$ cat config.mk
export PLATFORM = sky130hd
export DESIGN_NAME = alu
export DESIGN_NICKNAME = d
export VERILOG_FILES = /design/src/rtl/cpu_pkg.sv /design/src/rtl/alu.sv
export SDC_FILE = /design/constraint.sdc
export NUM_CORES = 1
export LEC_CHECK = 0
export BUFFER_PORTS_ARGS = -buffer_cell sky130_fd_sc_hd__buf_2
export CAP_MARGIN = 10
export CORE_AREA = 5 5 224 226
export DETAILED_ROUTE_END_ITERATION = 12
export DIE_AREA = 0 0 229 231
export PLACE_DENSITY_LB_ADDON = 0.3
export RECOVER_POWER = 25
export SYNTH_ARGS = -nofsm -noshare
export SYNTH_HDL_FRONTEND = slang
export SYNTH_SLANG_ARGS = --single-unit
$ cat constraint.sdc
create_clock -name vclk -period 111.3
set_input_delay 22.26 -clock vclk [all_inputs]
set_output_delay 22.26 -clock vclk [all_outputs]
set_load 0.005 [all_outputs]
$ cat src/rtl/cpu_pkg.sv
package cpu_pkg;

    // machine word width
    // the instruction layout below is carved out of it
    localparam int DATA_WIDTH = 16;

    // instruction classes
    // 4'hb to 4'he are unassigned and run as nop
    typedef enum logic [3:0] {
        OP_HLT = 4'h0,
        OP_LDA = 4'h1,
        OP_STA = 4'h2,
        OP_ADD = 4'h3,
        OP_SUB = 4'h4,
        OP_AND = 4'h5,
        OP_OR  = 4'h6,
        OP_XOR = 4'h7,
        OP_JMP = 4'h8,
        OP_JZ  = 4'h9,
        OP_OUT = 4'ha,
        OP_OPI = 4'hf
    } opcode_t;

    // alu function select, full 16 entries
    typedef enum logic [3:0] {
        ALU_ADD  = 4'h0,
        ALU_SUB  = 4'h1,
        ALU_MUL  = 4'h2,
        ALU_DIV  = 4'h3,
        ALU_SHL  = 4'h4,
        ALU_SHR  = 4'h5,
        ALU_ROL  = 4'h6,
        ALU_ROR  = 4'h7,
        ALU_AND  = 4'h8,
        ALU_OR   = 4'h9,
        ALU_XOR  = 4'ha,
        ALU_NOR  = 4'hb,
        ALU_NAND = 4'hc,
        ALU_XNOR = 4'hd,
        ALU_GT   = 4'he,
        ALU_EQ   = 4'hf
    } alu_fn_t;

    // one instruction word seen two ways
    typedef union packed {
        // memory form, opcode plus word address
        struct packed {
            opcode_t               opcode;
            logic [DATA_WIDTH-5:0] addr;
        } mem;
        // immediate form, opcode, alu function, zero-extended byte
        struct packed {
            opcode_t               opcode;
            alu_fn_t               fn;
            logic [DATA_WIDTH-9:0] imm;
        } imm;
    } instr_t;

    // sequencer states
    typedef enum logic [2:0] {
        ST_IDLE      = 3'd0,
        ST_FETCH     = 3'd1,
        ST_DECODE    = 3'd2,
        ST_EXECUTE   = 3'd3,
        ST_WRITEBACK = 3'd4,
        ST_HALTED    = 3'd5
    } state_t;

endpackage

$ cat src/rtl/alu.sv
module alu (
    input  cpu_pkg::alu_fn_t                fn,
    input  logic [cpu_pkg::DATA_WIDTH-1:0]  a,
    input  logic [cpu_pkg::DATA_WIDTH-1:0]  mem_word,
    input  logic [cpu_pkg::DATA_WIDTH-9:0]  imm,
    input  logic                            use_imm,
    output logic [cpu_pkg::DATA_WIDTH-1:0]  result
);

    // second operand
    logic [cpu_pkg::DATA_WIDTH-1:0] b;

    // immediate byte is zero-extended
    assign b = use_imm ? {{(cpu_pkg::DATA_WIDTH - 8){1'b0}}, imm} : mem_word;

    always_comb begin
        case (fn)
            cpu_pkg::ALU_ADD: begin
                result = a + b;
            end
            cpu_pkg::ALU_SUB: begin
                result = a - b;
            end
            // low half of the product only
            cpu_pkg::ALU_MUL: begin
                result = a * b;
            end
            // divide by zero saturates to all ones
            cpu_pkg::ALU_DIV: begin
                result = (b == '0) ? '1 : a / b;
            end
            // single-bit shifts, b ignored
            cpu_pkg::ALU_SHL: begin
                result = a << 1;
            end
            cpu_pkg::ALU_SHR: begin
                result = a >> 1;
            end
            // rotate by one through the word
            cpu_pkg::ALU_ROL: begin
                result = {a[cpu_pkg::DATA_WIDTH-2:0], a[cpu_pkg::DATA_WIDTH-1]};
            end
            cpu_pkg::ALU_ROR: begin
                result = {a[0], a[cpu_pkg::DATA_WIDTH-1:1]};
            end
            cpu_pkg::ALU_AND: begin
                result = a & b;
            end
            cpu_pkg::ALU_OR: begin
                result = a | b;
            end
            cpu_pkg::ALU_XOR: begin
                result = a ^ b;
            end
            cpu_pkg::ALU_NOR: begin
                result = ~(a | b);
            end
            cpu_pkg::ALU_NAND: begin
                result = ~(a & b);
            end
            cpu_pkg::ALU_XNOR: begin
                result = ~(a ^ b);
            end
            // compares give 1 or 0
            cpu_pkg::ALU_GT: begin
                result = (a > b) ? 1 : 0;
            end
            default: begin
                result = (a == b) ? 1 : 0;
            end
        endcase
    end

endmodule

==> impl_metrics.toml <==
[worst_setup_path]
crit_fanout = 37
crit_path_start = "use_imm"
cp_slowest_stage_delay_ps = 1260
path_class = "primary input to primary output"
start_kind = "primary input"
cpMostUsedCell = "ha_1"
cp.required_ps = 89040
cpMaxStageDelayCell = "clkbuf_1"
crit_path_end_kind = "primary output"
cp.arrival_ps = 54980

[global_route]
grt_pass1_vias = 14400
grt_max_degree = 84
grtUsageMet1_pct = 26.7
track_usage_pct = 19.7
gr-total-overflow = 0
top_usage_layer = "met2"
antenna_found_initial = 1
grt_first_pass_wirelength_um = 83300
gr-usage-met3_pct = 2.67
use_met2_pct = 33.0

[cts]
cts_resized = 0
cts_hold_buf = 0
postCtsSetupBuffers = 0

[sta]
fmax_ghz = 0.0129
hold_viol_final = 0
min_period_ps = 77240
finalWorstSetupSlack_ps = 34060
rsz0062_at_grt = "false"
worst_slew_pin_slew_ps = 2150
max_slew_margin_pct = -43.5
setup_viol = 0
setup-tns-final_ps = 0
min_period_over_period_pct = 69.4
whs_ps = 45230
slew_viol_final = 65

[logic_synthesis]
synthTopCellsByArea = "ha_1, fa_1, nor2_1, xnor2_1, inv_1"
synth.distinct_cells = 89
synth_nets = 2334
synth_top_area_cell = "ha_1"
yosysWarnings = 0
syn-mean-instance-area_um2 = 7.19
post_synth_inst_count = 1971
syn-cell-area_um2 = 14200
yosysSeqAreaShare_pct = 0
synth_top_area_share_pct = 20.8

[hold_path]
hold_path.startpoint = "a[13]"
min_path_type = "primary input to primary output"
worst_hold_path.endpoint = "result[14]"
holdPathStages = 5

[outcome]
violations = "max-capacitance violations, max-slew violations"
outcome = "finished with violations"

[run]
cap_violations = 2

[drt]
first_iter_violations = 1341
antenna_left = 0
drc = 0
vias_per_cell = 5.77
finalWirelength_um = 55100
wl_per_cell_um = 21.3
drtPass1Iterations = 5
routed-via-count = 14900

[cells_and_area]
seqCellArea_um2 = 0
final_nets = 2327
area_growth_pct = 6.43
final_core_util_pct = 31.3
nFlopsAndLatches = 0
n_antenna_cell = 0
drive_gt1_share_pct = 7.54
fillCellCount = 5149
clkbuf_count = 0

[die]
initial_core_util_pct = 29.4
ios = 61
fp-row-count = 81
fp.dieArea_um2 = 52900
die_h_um = 231
coreArea_um2 = 48100
die_x_um = 229

[placement]
numPortBuffers = 61
gp_congestion = 0.954
dpl.hpwl_um = 43200
pre_cts_slack_ps = 35560
critical path, delay by kind of cell:
family,cells,cell delay [ps]
adders and majority gates,15,4670
buffers and inverters,6,2050
and+or+nand+nor,32,6270
AOI/OAI and AO/OA,57,19230
muxes,1,370
kinds of logic (layout without fill, tap and decap cells):
kind of cell	Yosys count	count (layout)	synth area share (%)
and+or+nand+nor	619	619	20.2
adders and majority gates	318	318	32.4
AOI/OAI and AO/OA	552	552	26.3
muxes	58	58	4.49
buffers and inverters	280	271	7.61
xor gates and xnor gates	144	144	9.00
how the worst max path moves through the flow:
stage / end / depth (start not counted)
floorplan: result[0] / 119
global placement: result[0] / 112
detailed placement: result[0] / 111
CTS: result[0] / 113
global route: result[0] / 111
finish: result[0] / 111
synth_stat cells (5+ instances only):
cell type  number
o22a_1          5
o311ai_1        5
o211ai_1       36
nand3_1        42
and3_1         17
nor3_1         49
or2_2          13
mux2i_1        28
o221ai_1       14
o21bai_1       14
o21a_1         35
a21oi_1       141
o21ai_0        92
nor2_1        209
nand2b_1       21
mux2_2         27
o22ai_1        18
nor2b_1        14
a31oi_1        27
a221oi_1       10
o31ai_1        10
nand2_1       177
a21o_1         40
clkbuf_1       68
or3_1          23
xnor2_1        87
buf_1           9
inv_1         190
ha_1          236
a211oi_1       15
a22oi_1         5
xor2_1         56
nor4_1          7
and2_1         12
buf_2           7
nand3b_1        9
fa_1           82
a21boi_0        9
nand4_1         7
o311ai_0        5
a41oi_1         5
final cells by class:
class	count	area, um^2	share of cell area [%]
Multi-Input combinational cell	1691	13200	87.2
Tap cell	622	778	5.16
Inverter	193	724	4.80
Timing Repair Buffer	78	425	2.82
cell usage in the layout, fill, tap and decap left out, drive strengths merged, types with 50 or more instances in the layout:
master	n
nor3	50
xor2	56
nand2	177
o21ai	95
ha	236
nor2	209
inv	192
xnor2	87
a21oi	142
fa	82
buf	74
routing by layer:
metal | up-vias | share of wire, %
li1 | 6997 | -
met1 | 7148 | 43
met2 | 632 | 45
met3 | 121 | 8.3
met4 | 2 | 3.1
met5 | - | 0.020
per-stage QoR:
| step | cell area, um^2 | instances |
|---|---|---|
| global route | 15100 | 2584 |
| global placement | 15100 | 2584 |
| CTS | 15100 | 2584 |
| floorplan | 14200 | 1971 |
| detailed placement | 15100 | 2584 |
| finish | 15100 | 2584 |
Power is left out: the tool's default activity adds up to more than one toggle a clock period on the data nets, which glitch-free logic cannot reach.
