<file path="config.mk">
export PLATFORM = sky130hd
export DESIGN_NAME = control_unit
export DESIGN_NICKNAME = d
export VERILOG_FILES = /design/src/rtl/cpu_pkg.sv /design/src/rtl/control_unit.sv
export SDC_FILE = /design/constraint.sdc
export NUM_CORES = 1
export LEC_CHECK = 0
export BUFFER_PORTS_ARGS = -buffer_cell sky130_fd_sc_hd__buf_4
export CORE_AREA = 2 2 39 41
export CTS_BUF_LIST = sky130_fd_sc_hd__clkbuf_4 sky130_fd_sc_hd__clkbuf_8
export DETAILED_ROUTE_END_ITERATION = 10
export DIE_AREA = 0 0 41 43
export PLACE_DENSITY = 0.75
export SYNTH_ARGS = -nofsm -noshare
export SYNTH_HDL_FRONTEND = slang
export SYNTH_SLANG_ARGS = --single-unit
</file>
<file path="constraint.sdc">
create_clock -name clock -period 1 [get_ports clock]
set_input_delay 0.05 -clock clock [delete_from_list [all_inputs] [get_ports clock]]
set_output_delay 0.05 -clock clock [all_outputs]
set_load 0.01 [all_outputs]
</file>
<file path="src/rtl/cpu_pkg.sv">
package cpu_pkg;

    // machine word width
    // the instruction layout below is carved out of it
    localparam int DATA_WIDTH = 16;

    // instruction classes
    // 4'hb to 4'he are unassigned and run as nop
    typedef enum logic [3:0] {
        OP_HLT = 4'h0,
        OP_LDA = 4'h1,
        OP_STA = 4'h2,
        OP_ADD = 4'h3,
        OP_SUB = 4'h4,
        OP_AND = 4'h5,
        OP_OR  = 4'h6,
        OP_XOR = 4'h7,
        OP_JMP = 4'h8,
        OP_JZ  = 4'h9,
        OP_OUT = 4'ha,
        OP_OPI = 4'hf
    } opcode_t;

    // alu function select, full 16 entries
    typedef enum logic [3:0] {
        ALU_ADD  = 4'h0,
        ALU_SUB  = 4'h1,
        ALU_MUL  = 4'h2,
        ALU_DIV  = 4'h3,
        ALU_SHL  = 4'h4,
        ALU_SHR  = 4'h5,
        ALU_ROL  = 4'h6,
        ALU_ROR  = 4'h7,
        ALU_AND  = 4'h8,
        ALU_OR   = 4'h9,
        ALU_XOR  = 4'ha,
        ALU_NOR  = 4'hb,
        ALU_NAND = 4'hc,
        ALU_XNOR = 4'hd,
        ALU_GT   = 4'he,
        ALU_EQ   = 4'hf
    } alu_fn_t;

    // one instruction word seen two ways
    typedef union packed {
        // memory form, opcode plus word address
        struct packed {
            opcode_t               opcode;
            logic [DATA_WIDTH-5:0] addr;
        } mem;
        // immediate form, opcode, alu function, zero-extended byte
        struct packed {
            opcode_t               opcode;
            alu_fn_t               fn;
            logic [DATA_WIDTH-9:0] imm;
        } imm;
    } instr_t;

    // sequencer states
    typedef enum logic [2:0] {
        ST_IDLE      = 3'd0,
        ST_FETCH     = 3'd1,
        ST_DECODE    = 3'd2,
        ST_EXECUTE   = 3'd3,
        ST_WRITEBACK = 3'd4,
        ST_HALTED    = 3'd5
    } state_t;

endpackage

</file>
<file path="src/rtl/control_unit.sv">
module control_unit (
    input  logic                            clock,
    input  logic                            rst,
    input  logic                            run,
    input  logic [cpu_pkg::DATA_WIDTH-1:0]  acc,
    input  cpu_pkg::instr_t                 ir,
    output logic                            pc_load,
    output logic                            pc_inc,
    output logic                            ir_load,
    output logic                            acc_load,
    output logic                            acc_src_mem,
    output logic                            addr_sel_ir,
    output logic                            mem_write,
    output cpu_pkg::alu_fn_t                alu_fn,
    output logic                            alu_use_imm,
    output logic                            load_allow,
    output logic                            out_valid,
    output logic                            halted
);

    cpu_pkg::state_t  state;
    cpu_pkg::state_t  next_state;
    cpu_pkg::opcode_t opcode;

    // lda and the memory alu ops need a second memory cycle
    logic needs_wb;

    // jz condition
    logic acc_zero;

    // both forms share the opcode field
    assign opcode = ir.mem.opcode;
    assign acc_zero = (acc == '0);

    assign needs_wb = (opcode == cpu_pkg::OP_LDA) || (opcode == cpu_pkg::OP_ADD) ||
                      (opcode == cpu_pkg::OP_SUB) || (opcode == cpu_pkg::OP_AND) ||
                      (opcode == cpu_pkg::OP_OR)  || (opcode == cpu_pkg::OP_XOR);

    assign load_allow = (state == cpu_pkg::ST_IDLE);
    assign halted = (state == cpu_pkg::ST_HALTED);

    // opi reads the function from the immediate view
    assign alu_use_imm = (opcode == cpu_pkg::OP_OPI);

    // alu function, memory ops mapped onto the alu codes
    always_comb begin
        case (opcode)
            cpu_pkg::OP_SUB: alu_fn = cpu_pkg::ALU_SUB;
            cpu_pkg::OP_AND: alu_fn = cpu_pkg::ALU_AND;
            cpu_pkg::OP_OR:  alu_fn = cpu_pkg::ALU_OR;
            cpu_pkg::OP_XOR: alu_fn = cpu_pkg::ALU_XOR;
            cpu_pkg::OP_OPI: alu_fn = ir.imm.fn;
            default:         alu_fn = cpu_pkg::ALU_ADD;
        endcase
    end

    // next state and per-state enables
    always_comb begin
        next_state  = state;
        pc_load     = 1'b0;
        pc_inc      = 1'b0;
        ir_load     = 1'b0;
        acc_load    = 1'b0;
        acc_src_mem = 1'b0;
        addr_sel_ir = 1'b0;
        mem_write   = 1'b0;
        case (state)
            cpu_pkg::ST_IDLE: begin
                if (run) begin
                    next_state = cpu_pkg::ST_FETCH;
                end
            end
            // memory addressed by pc here
            cpu_pkg::ST_FETCH: begin
                next_state = cpu_pkg::ST_DECODE;
            end
            // fetched word now on the memory output
            cpu_pkg::ST_DECODE: begin
                ir_load    = 1'b1;
                pc_inc     = 1'b1;
                next_state = cpu_pkg::ST_EXECUTE;
            end
            cpu_pkg::ST_EXECUTE: begin
                // operand address for lda, sta and memory alu ops
                addr_sel_ir = needs_wb || (opcode == cpu_pkg::OP_STA);
                mem_write   = (opcode == cpu_pkg::OP_STA);
                pc_load     = (opcode == cpu_pkg::OP_JMP) ||
                              ((opcode == cpu_pkg::OP_JZ) && acc_zero);
                acc_load    = (opcode == cpu_pkg::OP_OPI);
                if (opcode == cpu_pkg::OP_HLT) begin
                    next_state = cpu_pkg::ST_HALTED;
                end else if (needs_wb) begin
                    next_state = cpu_pkg::ST_WRITEBACK;
                end else begin
                    next_state = cpu_pkg::ST_FETCH;
                end
            end
            // operand word arrives one cycle after its address
            cpu_pkg::ST_WRITEBACK: begin
                acc_load    = 1'b1;
                acc_src_mem = (opcode == cpu_pkg::OP_LDA);
                next_state  = cpu_pkg::ST_FETCH;
            end
            // parked until reset
            default: begin
                next_state = cpu_pkg::ST_HALTED;
            end
        endcase
    end

    always_ff @(posedge clock) begin
        if (rst) begin
            state     <= cpu_pkg::ST_IDLE;
            out_valid <= 1'b0;
        end else begin
            state     <= next_state;
            // strobe lands the cycle after out executes
            out_valid <= (state == cpu_pkg::ST_EXECUTE) && (opcode == cpu_pkg::OP_OUT);
        end
    end

endmodule

</file>
==> summary.md <==
| Metric | Value |
|---|---|
| Synth Area per Inst | `7.30 sq um` |
| Final Routed Wirelength | `1.33 mm` |
| Post-layout util | `59.0%` |
| Drt via density | `4.82` |
| Ys flop type | `dfxtp_1` |
| Flop-to-flop setup slack | `-0.05 ns` |
| Grt total ovfl | `0` |
| Worst reg2reg endpoint | `out_valid$_SDFF_PP0_` |
| Post-synth top area cell | `dfxtp_1` |
| Final setup viols | `10` |
| Dominant cells by area after synthesis | `dfxtp_1, nor4_1, buf_6` |
| Required @ worst endpoint | `0.95 ns` |
| Crit-path slowest cell | `dfxtp_2` |
| Post-Place Cells | `111` |
| Arr. time, crit path | `1.22 ns` |
| Clock net sink count | `4` |
| Status | `finished, violations left` |
| Pleak | `0.378 nW` |
| Fmax | `786 MHz` |
| N_diodes | `0` |
| Worst path cell trace | `nand3b_1 > o31ai_2 > buf_4` |
| Register bit count reported by yosys | `4` |
| DR pass1 iterations | `3` |
| DR WL/cell | `11.2 microns` |
| Fin. max-slew vios | `0` |
| First-pass GRT wire length | `2.17 mm` |
| Layout area overhead | `107%` |
| GPL Wtd Cong | `0.729` |
| Final Hold Fails | `0` |
| Std-Cell Rows | `14` |
| Post-route cell area | `817 sq um` |
| Finished Layout Cells | `118` |
| RSZ-0062 raised after global routing | `yes` |
| Crit path capture type | `output port` |
| Maximum VDD drop | `0.309 mV` |
| Die width | `41 microns` |
| Asr flop ratio synth | `0%` |
| Hold Path Depth | `3` |
| Max Root-Sink Buffers | `2` |
| Post-route minimum period | `1.27 ns` |
| Min-delay src | `run` |
| CTS tree | `yes` |
| Number of synthesized flops with an enable pin | `0` |
| Worst slack at placement | `-0.150 ns` |
| Worst hold endpoint | `state[0]$_SDFFE_PP0P_` |
| Crit-path leading delay family | `flip-flops` |
| # Max-Cap Violations | `0` |
| Rel. slew slack | `83.6%` |
| Post-DP HPWL | `1.05 mm` |
| Initial antenna violation count | `0` |
| Initial DRC Count | `2` |
| Die boundary height | `43 microns` |
| Vias post-DR | `569` |
| Post-synthesis sequential area ratio | `20.3%` |
| Clock Latency Late Sink | `0.24 ns` |
| Cell area after synthesis | `394 sq um` |
| Tcrit/Tclk final | `127%` |
| Synth unique cells | `24` |
| Mapped Nets | `89` |
| Worst-path clk slew | `0.05 ns` |
| Failing checks | `negative setup slack` |
| Final Skew | `0.00893 ns` |
| Final net count | `139` |
| DRC Markers | `0` |
| Crit Reg-Reg Startpoint | `state[2]$_SDFFE_PP0P_` |
| Power Density | `876 nW/um^2` |
| Final ANT Viol Nets | `0` |
| CTS Buf Count | `3` |
| Yosys top cell area share | `20.3%` |
| Hold Path Class | `primary input to register` |
| Placed cell area | `718 sq um` |
| Post-Syn Instances | `54` |
| Fill cells | `136` |
| Port Buffer Count | `41` |
| Htree depth | `1` |
| Tightest Pin Transition | `0.243 ns` |
| Root buf cell | `clkbuf_4` |
| Initial Util | `28.5%` |
| Crit path buffers/inverters | `1` |
| Delay of the slowest cell on the worst path | `0.31 ns` |
| Die area | `1760 sq um` |
| Total track usage | `17.6%` |
| Fin worst setup slack | `-0.272 ns` |
| Yosys Warn Count | `0` |
| Core ar. | `1380 sq um` |
| Worst-path fanout max | `4` |
| Crit Path Class | `register to output port` |
| Largest net degree at the start of global routing | `11` |
| R2R depth | `4` |
| Critical Path Start Type | `register` |
| Vias in the first global route | `543` |
| IO Pins | `50` |
| Layout cells sized above 1 | `62.7%` |
-- worst max path at each step --
stage               slack [ns]   endpoint             startpoint  cells after the start
CTS                      -0.29   acc_load  state[2]$_SDFFE_PP0P_                      3
global placement         -0.08    pc_load  state[1]$_SDFFE_PP0P_                      3
detailed placement       -0.15    pc_load  state[1]$_SDFFE_PP0P_                      3
finish                   -0.27   acc_load  state[2]$_SDFFE_PP0P_                      3
global route             -0.33  mem_write  state[2]$_SDFFE_PP0P_                      4
floorplan                -0.02    pc_load  state[1]$_SDFFE_PP0P_                      3
-- layout by cell type (no fill, tap or decap), drive strengths merged --
cell / n
nor4: 5
a211oi: 1
nand3: 2
and4b: 1
nand4: 3
nand2: 3
or3b: 1
buf: 49
clkbuf: 3
inv: 3
o21ai: 3
nand3b: 1
o31ai: 2
xnor2: 1
nor3: 5
a21oi: 4
dlygate4sd3: 1
nor3b: 1
nor2: 6
dfxtp: 4
and2: 3
-- sequential cells by signal, indices dropped and copies added, names as in the netlist --
register   count
state          3
out_valid      1
-- per-stage QoR --
| step | hold WS [ns] | power [W] | setup TNS [ns] |
|---|---|---|---|
| 2_1_floorplan | 0.119 | 0.000325 | -0.0219 |
| 3_3_place_gp | 0.255 | 0.000448 | -0.262 |
| 3_5_place_dp | 0.254 | 0.000455 | -0.463 |
| 4_1_cts | 0.100 | 0.000686 | -1.49 |
| 5_1_grt | 0.133 | 0.000773 | -2.23 |
| 6_report | 0.0991 | 0.000716 | -1.49 |
-- cell families after synthesis --
family | Yosys count | synth area share [%]
AND/OR/NAND/NOR | 31 | 47.0
AO/OA/AOI/OAI | 10 | 14.6
buffers and inverters | 8 | 15.9
flip-flops | 4 | 20.3
XOR/XNOR | 1 | 2.22
-- what timing repair did --
item | in CTS | in global routing
hold buffers | 1 | 0
pin swaps | 6 | 3
endpoints found under the setup margin | 10 | 11
gates cloned | 0 | 0
endpoints found under the hold margin | 3 | 0
gates resized for setup | 7 | 6
buffers inserted | 3 | 1
-- layer usage --
layer	vias up	GRT usage, %	wire (microns)
li1	292	-	-
met1	249	18.2	494
met2	24	29.1	724
met3	4	3.66	89
met4	0	12.7	17
met5	-	0	0
-- power breakdown --
part | switching [W] | internal [W] | total, W | leakage [nW]
Sequential | 0.0000145 | 0.000175 | 0.000189 | 0.0345
Combinational | 0.000124 | 0.000191 | 0.000315 | 0.330
Clock | 0.0000773 | 0.000135 | 0.000212 | 0.0138
Total | 0.000215 | 0.000501 | 0.000716 | 0.378
-- Yosys cell counts, types with 3 or more instances --
cell     number
a21oi_1       4
and2_1        3
dfxtp_1       4
nand2_1       3
nand4_1       3
nor2_1        6
nor3_1        4
nor4_1        4
o21ai_0       3
-- area by class of cell --
class | count | area [sq um] | share of cell area (%)
Clock buffer | 3 | 22.5 | 2.76
Inverter | 3 | 11.3 | 1.38
Multi-Input combinational cell | 42 | 278 | 34.0
Sequential cell | 4 | 88.8 | 10.9
Tap cell | 16 | 20.0 | 2.45
Timing Repair Buffer | 50 | 397 | 48.5
-- worst min-delay path, delay by kind of cell --
family | cells | cell delay (ns)
buffers and inverters | 1 | 0.08
AO/OA/AOI/OAI | 2 | 0.17
Note: power is estimated with default switching activity, not from simulation.
