## src/rtl/cpu_pkg.sv

```systemverilog
package cpu_pkg;

    // machine word width
    // the instruction layout below is carved out of it
    localparam int DATA_WIDTH = 16;

    // instruction classes
    // 4'hb to 4'he are unassigned and run as nop
    typedef enum logic [3:0] {
        OP_HLT = 4'h0,
        OP_LDA = 4'h1,
        OP_STA = 4'h2,
        OP_ADD = 4'h3,
        OP_SUB = 4'h4,
        OP_AND = 4'h5,
        OP_OR  = 4'h6,
        OP_XOR = 4'h7,
        OP_JMP = 4'h8,
        OP_JZ  = 4'h9,
        OP_OUT = 4'ha,
        OP_OPI = 4'hf
    } opcode_t;

    // alu function select, full 16 entries
    typedef enum logic [3:0] {
        ALU_ADD  = 4'h0,
        ALU_SUB  = 4'h1,
        ALU_MUL  = 4'h2,
        ALU_DIV  = 4'h3,
        ALU_SHL  = 4'h4,
        ALU_SHR  = 4'h5,
        ALU_ROL  = 4'h6,
        ALU_ROR  = 4'h7,
        ALU_AND  = 4'h8,
        ALU_OR   = 4'h9,
        ALU_XOR  = 4'ha,
        ALU_NOR  = 4'hb,
        ALU_NAND = 4'hc,
        ALU_XNOR = 4'hd,
        ALU_GT   = 4'he,
        ALU_EQ   = 4'hf
    } alu_fn_t;

    // one instruction word seen two ways
    typedef union packed {
        // memory form, opcode plus word address
        struct packed {
            opcode_t               opcode;
            logic [DATA_WIDTH-5:0] addr;
        } mem;
        // immediate form, opcode, alu function, zero-extended byte
        struct packed {
            opcode_t               opcode;
            alu_fn_t               fn;
            logic [DATA_WIDTH-9:0] imm;
        } imm;
    } instr_t;

    // sequencer states
    typedef enum logic [2:0] {
        ST_IDLE      = 3'd0,
        ST_FETCH     = 3'd1,
        ST_DECODE    = 3'd2,
        ST_EXECUTE   = 3'd3,
        ST_WRITEBACK = 3'd4,
        ST_HALTED    = 3'd5
    } state_t;

endpackage

```

## src/rtl/register_bank.sv

```systemverilog
module register_bank #(
    parameter int ADDR_WIDTH = 12
) (
    input  logic                            clock,
    input  logic                            rst,
    input  logic                            pc_load,
    input  logic                            pc_inc,
    input  logic                            ir_load,
    input  logic                            acc_load,
    input  logic                            acc_src_mem,
    input  logic                            addr_sel_ir,
    input  logic [cpu_pkg::DATA_WIDTH-1:0]  mem_rdata,
    input  logic [cpu_pkg::DATA_WIDTH-1:0]  alu_result,
    output logic [cpu_pkg::DATA_WIDTH-1:0]  acc,
    output cpu_pkg::instr_t                 ir,
    output logic [ADDR_WIDTH-1:0]           mem_addr
);

    // program counter, as wide as the memory
    logic [ADDR_WIDTH-1:0] pc;

    // address field of the ir, high bits dropped for small memories
    logic [ADDR_WIDTH-1:0] ir_addr;

    // next accumulator value
    logic [cpu_pkg::DATA_WIDTH-1:0] acc_next;

    assign ir_addr = ir.mem.addr[ADDR_WIDTH-1:0];

    // lda takes the memory word, everything else the alu
    assign acc_next = acc_src_mem ? mem_rdata : alu_result;

    // pc during fetch, operand address during execute
    assign mem_addr = addr_sel_ir ? ir_addr : pc;

    // accumulator
    always_ff @(posedge clock) begin
        if (rst) begin
            acc <= '0;
        end else if (acc_load) begin
            acc <= acc_next;
        end
    end

    // program counter
    always_ff @(posedge clock) begin
        if (rst) begin
            pc <= '0;
        end else if (pc_load) begin
            // jump target straight from the ir
            pc <= ir_addr;
        end else if (pc_inc) begin
            // wraps at the top of memory
            pc <= pc + 1'b1;
        end
    end

    // instruction register
    // memory output register is the buffer, no separate mbr
    always_ff @(posedge clock) begin
        if (rst) begin
            ir <= '0;
        end else if (ir_load) begin
            ir <= mem_rdata;
        end
    end

endmodule

```

## config.mk

```make
export PLATFORM = sky130hd
export DESIGN_NAME = register_bank
export DESIGN_NICKNAME = d
export VERILOG_FILES = /design/src/rtl/cpu_pkg.sv /design/src/rtl/register_bank.sv
export SDC_FILE = /design/constraint.sdc
export NUM_CORES = 1
export LEC_CHECK = 0
export ABC_AREA = 1
export BUFFER_PORTS_ARGS = -buffer_cell sky130_fd_sc_hd__buf_2
export CORE_AREA = 2 2 68 70
export DETAILED_ROUTE_END_ITERATION = 16
export DIE_AREA = 0 0 70 72
export PLACE_DENSITY = 0.82
export SLEW_MARGIN = 20
export SYNTH_ARGS = -nofsm -noshare
export SYNTH_HDL_FRONTEND = slang
export SYNTH_SLANG_ARGS = --single-unit
```

## constraint.sdc

```tcl
create_clock -name clock -period 1.8 [get_ports clock]
set_input_delay 0.09 -clock clock [delete_from_list [all_inputs] [get_ports clock]]
set_output_delay 0.09 -clock clock [all_outputs]
set_load 0.02 [all_outputs]
```

==> results of run 1 <==
## through the flow
step	cell area, sq um	utilization (%)
4_1_cts	2730	64.0
3_3_place_gp	2570	60.3
2_1_floorplan	2160	-
3_5_place_dp	2570	60.3
5_1_grt	2730	64.0
6_report	2730	64.0
## synthesized netlist by cell type, drive strengths merged
master  number  area (sq um)
dfxtp       44           881
clkbuf       6          22.5
mux2         4          45.0
ha           1          12.5
o21ai       29           145
nand2       69           264
o211ai      16           120
nand4        1          6.26
inv         32           120
a31oi        1          6.26
nor3         1          5.00
nor2        41           176
a22oi        8          60.1
nand3       30           165
buf          9          45.0
xor2         3          26.3
a21oi       10          57.6
## cell type report
cell class / count / area, sq um / share of cell area, %
Multi-Input combinational cell: 214 / 1090 / 39.9
Sequential cell: 44 / 881 / 32.3
Timing Repair Buffer: 83 / 415 / 15.2
Inverter: 32 / 120 / 4.40
Clock inverter: 3 / 90.1 / 3.30
Clock buffer: 5 / 68.8 / 2.52
Tap cell: 52 / 65.1 / 2.38
## cells in the final DEF, fill, tap and decap left out
cell       Yosys  routed
a31oi_1        1       1
xor2_1         3       3
inv_1         23      23
dfxtp_1       44      44
mux2_2         4       4
ha_1           1       1
a21oi_2        2       2
o21ai_1        6       6
o211ai_1      16      16
a22oi_1        8       8
nor2_2         3       3
nand2_2        2       2
inv_2          9       9
bufinv_16      0       3
clkbuf_8       0       5
nor3_1         1       1
a21oi_1        8       8
nand3_1       27      27
o21ai_0       23      23
nand4_1        1       1
nand2_1       67      67
nor2_4         2       2
buf_2          9      83
nor2_1        36      36
nand3_2        3       3
## path summary, 6_finish.rpt
| kind | start | end | slack, ns | depth (start not counted) |
|---|---|---|---|---|
| worst min-delay path | mem_rdata[7] | ir[7] | 0.03 | 3 |
| worst max-delay path | pc[1] | pc[8] | 0.48 | 7 |
| worst max register to register | pc[1] | pc[8] | 0.48 | 7 |
| worst min register to register | acc[1] | acc[1] | 0.49 | 2 |
## power groups by stage
stage          clock network (mW)  registers (mW)  logic (mW)
4_1_cts                      1.05            1.09       0.411
3_3_place_gp                    0            1.11       0.403
2_1_floorplan                   0            1.16       0.202
3_5_place_dp                    0            1.11       0.407
5_1_grt                      1.09            1.10       0.452
6_report                     1.03            1.09       0.406
## critical path, stage by stage, from the launching register on
cell	delay, ns
dfxtp_1	0.42
ha_1	0.22
nand2_2	0.09
nor2_2	0.21
nand2_1	0.07
nand2_1	0.06
nand3_1	0.06
a21oi_1	0.12
## registers in the layout (all words and copies together), names as in the netlist
name / count
ir: 16
pc: 12
acc: 16
## kinds of logic after synthesis
family	after synthesis
DFF	44
and+or+nand+nor	142
AOI/OAI and AO/OA	64
adders and majority gates	1
xor gates and xnor gates	3
buffers and inverters	47
muxes	4
## layer usage
| layer | wire length (um) | vias up |
|---|---|---|
| li1 | - | 1154 |
| met1 | 2450 | 985 |
| met2 | 2440 | 82 |
| met3 | 353 | 6 |
| met4 | 72 | 0 |
| met5 | 0 | - |
==> results.py, run 1 <==
metrics = {
    "grt": {
        "track_usage_pct": 21.9,
        "grt_max_degree": 36,
        "top_usage_layer": "met2",
        "gr-total-overflow": 0,
        "grt_pass1_vias": 2039,
        "grt_pass1_wl_um": 8990,
        "met2_usage_pct": 37.6,
        "met3_usage_pct": 5.14,
        "antenna_found_initial": 0,
        "grt.met1_usage_pct": 27.3,
    },
    "pwr": {
        "power_density_nw_per_um2": 927,
        "switching_power_mw": 0.654,
        "internal_power_mw": 1.88,
        "peakVddDrop_mv": 0.583,
        "swShare_pct": 25.8,
        "p_seq_share_pct": 43.1,
        "clock_power_share_pct": 40.9,
        "power_leakage_nw": 1.37,
        "pwr-share-comb_pct": 16.0,
        "power_mw": 2.53,
    },
    "logic_synthesis": {
        "yosysWarnings": 0,
        "ys_ff_latch": 44,
        "synth_top_family_by_area": "simple AND/OR/NAND/NOR gates",
        "yosysSeqAreaShare_pct": 40.8,
        "yosysUniqueCellTypes": 24,
        "muxShareOfSynthArea_pct": 2.09,
        "synth_nets": 346,
        "avgSynthCellArea_sq_um": 7.08,
        "syn_area_sq_um": 2160,
        "synth_compound_area_share_pct": 18.0,
        "synth_xor_area_share_pct": 1.22,
        "synth_cells": 305,
        "synth_simple_gate_area_share_pct": 28.6,
        "synth_fa_ha_area_share_pct": 0.580,
    },
    "timing": {
        "period_minus_slack_ns": 1.32,
        "rsz0062_at_grt": "false",
        "tightest_slew_ns": 0.518,
        "fin_crit_sh_pct": 73.1,
        "setup_tns_ns": 0,
        "setup_viol": 0,
        "worst_slack_ns": 0.485,
        "whs_ns": 0.0347,
        "max_freq_ghz": 0.760,
        "slew_viol_final": 0,
        "hold_viol_final": 0,
        "slew_headroom_pct": 65.5,
        "clock-skew-final_ns": 0.00438,
    },
    "cells_and_area": {
        "fillers": 392,
        "final_cells": 433,
        "nets": 421,
        "drive_above_1_share_pct": 30.4,
        "diodes": 0,
        "area_growth_pct": 26.5,
    },
    "worst_setup_path": {
        "startpoint_type": "flop",
        "crit_type": "flop to flop",
        "cp_max_fo": 5,
        "required_ns": 2.03,
        "critPathCaptureType": "flop",
        "cp.arrival_ns": 1.54,
    },
    "cts": {
        "cts_post_setup_buffers_inserted": 0,
        "clockBufferDepth": 2,
        "clock_sinks": 44,
        "htree_levels": 2,
        "cts_made_buffers": 5,
        "ctsHoldBuffers": 0,
        "clock-root-buffer": "clkbuf_8",
        "cts-resized-gates": 0,
        "path_clk_slew_ns": 0.09,
        "cts_tree": "done",
        "clk-insertion-delay-late_ns": 0.30,
    },
    "hold_path": {
        "min_path_type": "input port to flop",
    },
    "floorplan": {
        "num_rows": 24,
        "io-pin-count": 84,
        "initial_core_util_pct": 50.6,
        "core_area_sq_um": 4260,
        "die_h_um": 72,
        "die_w_um": 70,
        "die-area_sq_um": 5040,
    },
    "detailed_routing": {
        "avgViaCountPerCell": 5.14,
        "drc": 0,
        "firstDrtPassIters": 4,
        "num_vias": 2227,
        "dr.first_iter.drc_count": 161,
        "wirelength_um": 5310,
        "ant_nets": 0,
        "routedWlPerCell_um": 12.3,
    },
    "placed_design": {
        "port_buffers": 83,
        "dp_cells": 425,
        "pre_cts_ws_ns": 0.533,
        "gp_congestion": 0.890,
        "hpwlAfterDp_um": 3830,
    },
    "run": {
        "maxCapViolCount": 0,
    },
    "status": {
        "status": "finished, final reports clean",
    },
}
Note: power is estimated with default switching activity, not from simulation.
==> inputs of run 2 (changes only) <==
CORE_AREA = 2 2 71 73   (was 2 2 68 70)
DIE_AREA = 0 0 73 75   (was 0 0 70 72)
PLACE_DENSITY = 0.76   (was 0.82)
clock period = 1.3 ns   (was 1.8 ns; I/O delays follow)
==> run 2 against run 1 <==
First-iteration DRC count is 17% higher; power is 20% higher; critical path depth is 4 lower; wire length increased by 4.9%; via count increased by 0.99%; critical endpoint is now mem_addr[1].
==> results.py, run 2 (synthesized netlist as in run 1, its figures left out) <==
metrics = {
    "worst_setup_path": {
        "cp_max_fo": 4,
        "max_stage_delay_ns": 0.32,
        "cp_num_buf_inv": 2,
        "slowest_stage": "dfxtp_1",
        "cp.arrival_ns": 1.17,
        "crit_type": "flop to output pin",
        "worstPathCellList": "buf_4, mux2_2, buf_2",
        "required_ns": 1.24,
        "critPathCaptureType": "output pin",
        "path_delay_family": "flip-flops",
        "startpoint_type": "flop",
    },
    "detailed_routing": {
        "dr.first_iter.drc_count": 189,
        "routedWlPerCell_um": 12.7,
        "dr_wl_met3_um": 450,
        "route.layer.met1.wl_um": 2540,
        "num_vias": 2249,
        "ant_nets": 0,
        "firstDrtPassIters": 4,
        "wl_met2_um": 2510,
        "dr.max_layer_used": "met4",
        "avgViaCountPerCell": 5.11,
        "drc": 0,
        "wirelength_um": 5580,
    },
    "timing": {
        "clock-skew-final_ns": 0.00330,
        "setup_tns_ns": 0,
        "rsz0062_at_grt": "false",
        "fin_crit_sh_pct": 95.2,
        "slew_headroom_pct": 65.3,
        "max_freq_ghz": 0.808,
        "whs_ns": 0.00799,
        "period_minus_slack_ns": 1.24,
        "setup_viol": 0,
        "slew_viol_final": 0,
        "tightest_slew_ns": 0.520,
        "hold_viol_final": 0,
    },
    "grt": {
        "gr-total-overflow": 0,
        "grt_max_degree": 36,
        "grt_pass1_wl_um": 9140,
        "antenna_found_initial": 0,
        "track_usage_pct": 21.1,
        "grt_pass1_vias": 2056,
    },
    "placed_design": {
        "hpwlAfterDp_um": 4020,
        "gp_congestion": 0.850,
        "port_buffers": 83,
        "dp_cells": 432,
    },
    "hold_path": {
        "min_path_type": "input port to flop",
    },
    "pwr": {
        "power_mw": 3.03,
        "power_leakage_nw": 1.37,
        "peakVddDrop_mv": 0.614,
        "power_density_nw_per_um2": 1110,
    },
    "floorplan": {
        "core_area_sq_um": 4660,
        "num_rows": 25,
        "die_w_um": 73,
        "die-area_sq_um": 5480,
        "initial_core_util_pct": 46.3,
        "io-pin-count": 84,
        "die_h_um": 75,
    },
    "cells_and_area": {
        "final_cell_mix": "83 x buf_2, 67 x nand2_1, 44 x dfxtp_1",
        "top_regs": "acc x16, ir x16, pc x12",
        "final_cells": 440,
        "area_growth_pct": 26.7,
        "final_common_cell": "buf_2",
        "drive_above_1_share_pct": 31.1,
        "diodes": 0,
        "nets": 427,
        "utilization_pct": 58.7,
    },
    "cts": {
        "path_clk_slew_ns": 0.08,
        "cts_post_setup_buffers_inserted": 0,
        "clockBufferDepth": 2,
        "htree_levels": 2,
        "clock_sinks": 44,
        "clk-insertion-delay-late_ns": 0.30,
        "cts_made_buffers": 5,
        "cts_tree": "done",
        "clock-root-buffer": "clkbuf_8",
    },
    "run": {
        "maxCapViolCount": 0,
    },
    "status": {
        "status": "finished, final reports clean",
    },
}
run 2: cell types whose count changed in the layout (fill, tap and decap cells not counted), sizes merged:
cell,change
buf,+5
dlygate4sd3,+1
bufinv,-3
clkbuf,+2
run 2: worst register-to-register path: stages, from the launching register on:
cell,delay [ns]
dfxtp_1,0.35
ha_1,0.18
nand2_2,0.09
nor2_1,0.13
xor2_1,0.15
nand2_1,0.06
a21oi_1,0.12
run 2: final timing paths:
check	start	endpoint	slack (ns)	cells past startpoint
max	pc[1]	mem_addr[1]	0.06	3
min	mem_rdata[14]	ir[14]	0.008	3
max reg2reg	pc[1]	pc[4]	0.15	6
min reg2reg	acc[15]	acc[15]	0.48	2
run 2: what timing repair did:
action                                  in CTS  in global routing
hold endpoints to repair                     1                  0
resized for setup                            0                  2
hold buffers                                 1                  0
endpoints found under the setup margin       0                  3
run 2: per-stage QoR:
step | area, sq um | setup slack [ns]
2_1_floorplan | 2160 | 0.166
6_report | 2740 | 0.0627
4_1_cts | 2730 | 0.0534
5_1_grt | 2740 | 0.00576
3_3_place_gp | 2620 | 0.176
3_5_place_dp | 2620 | 0.117
run 2: final cells by class:
type                            count  area [sq um]
Timing Repair Buffer               89           475
Sequential cell                    44           881
Fill cell                         446          1930
Clock buffer                        7          96.3
Multi-Input combinational cell    214          1090
Tap cell                           54          67.6
Inverter                           32           120
run 2: per-layer routing:
metal / GRT usage, % / up-vias
li1: - / 1169
met1: 28.9 / 977
met2: 33.4 / 97
met3: 4.28 / 6
met4: 6.79 / 0
met5: 0 / -
run 2: where the power goes:
part           total, mW  internal (mW)  leakage (nW)  switching [mW]
registers           1.51           1.44         0.364          0.0721
clock network      0.931          0.474        0.0503           0.457
logic              0.590          0.221         0.958           0.369
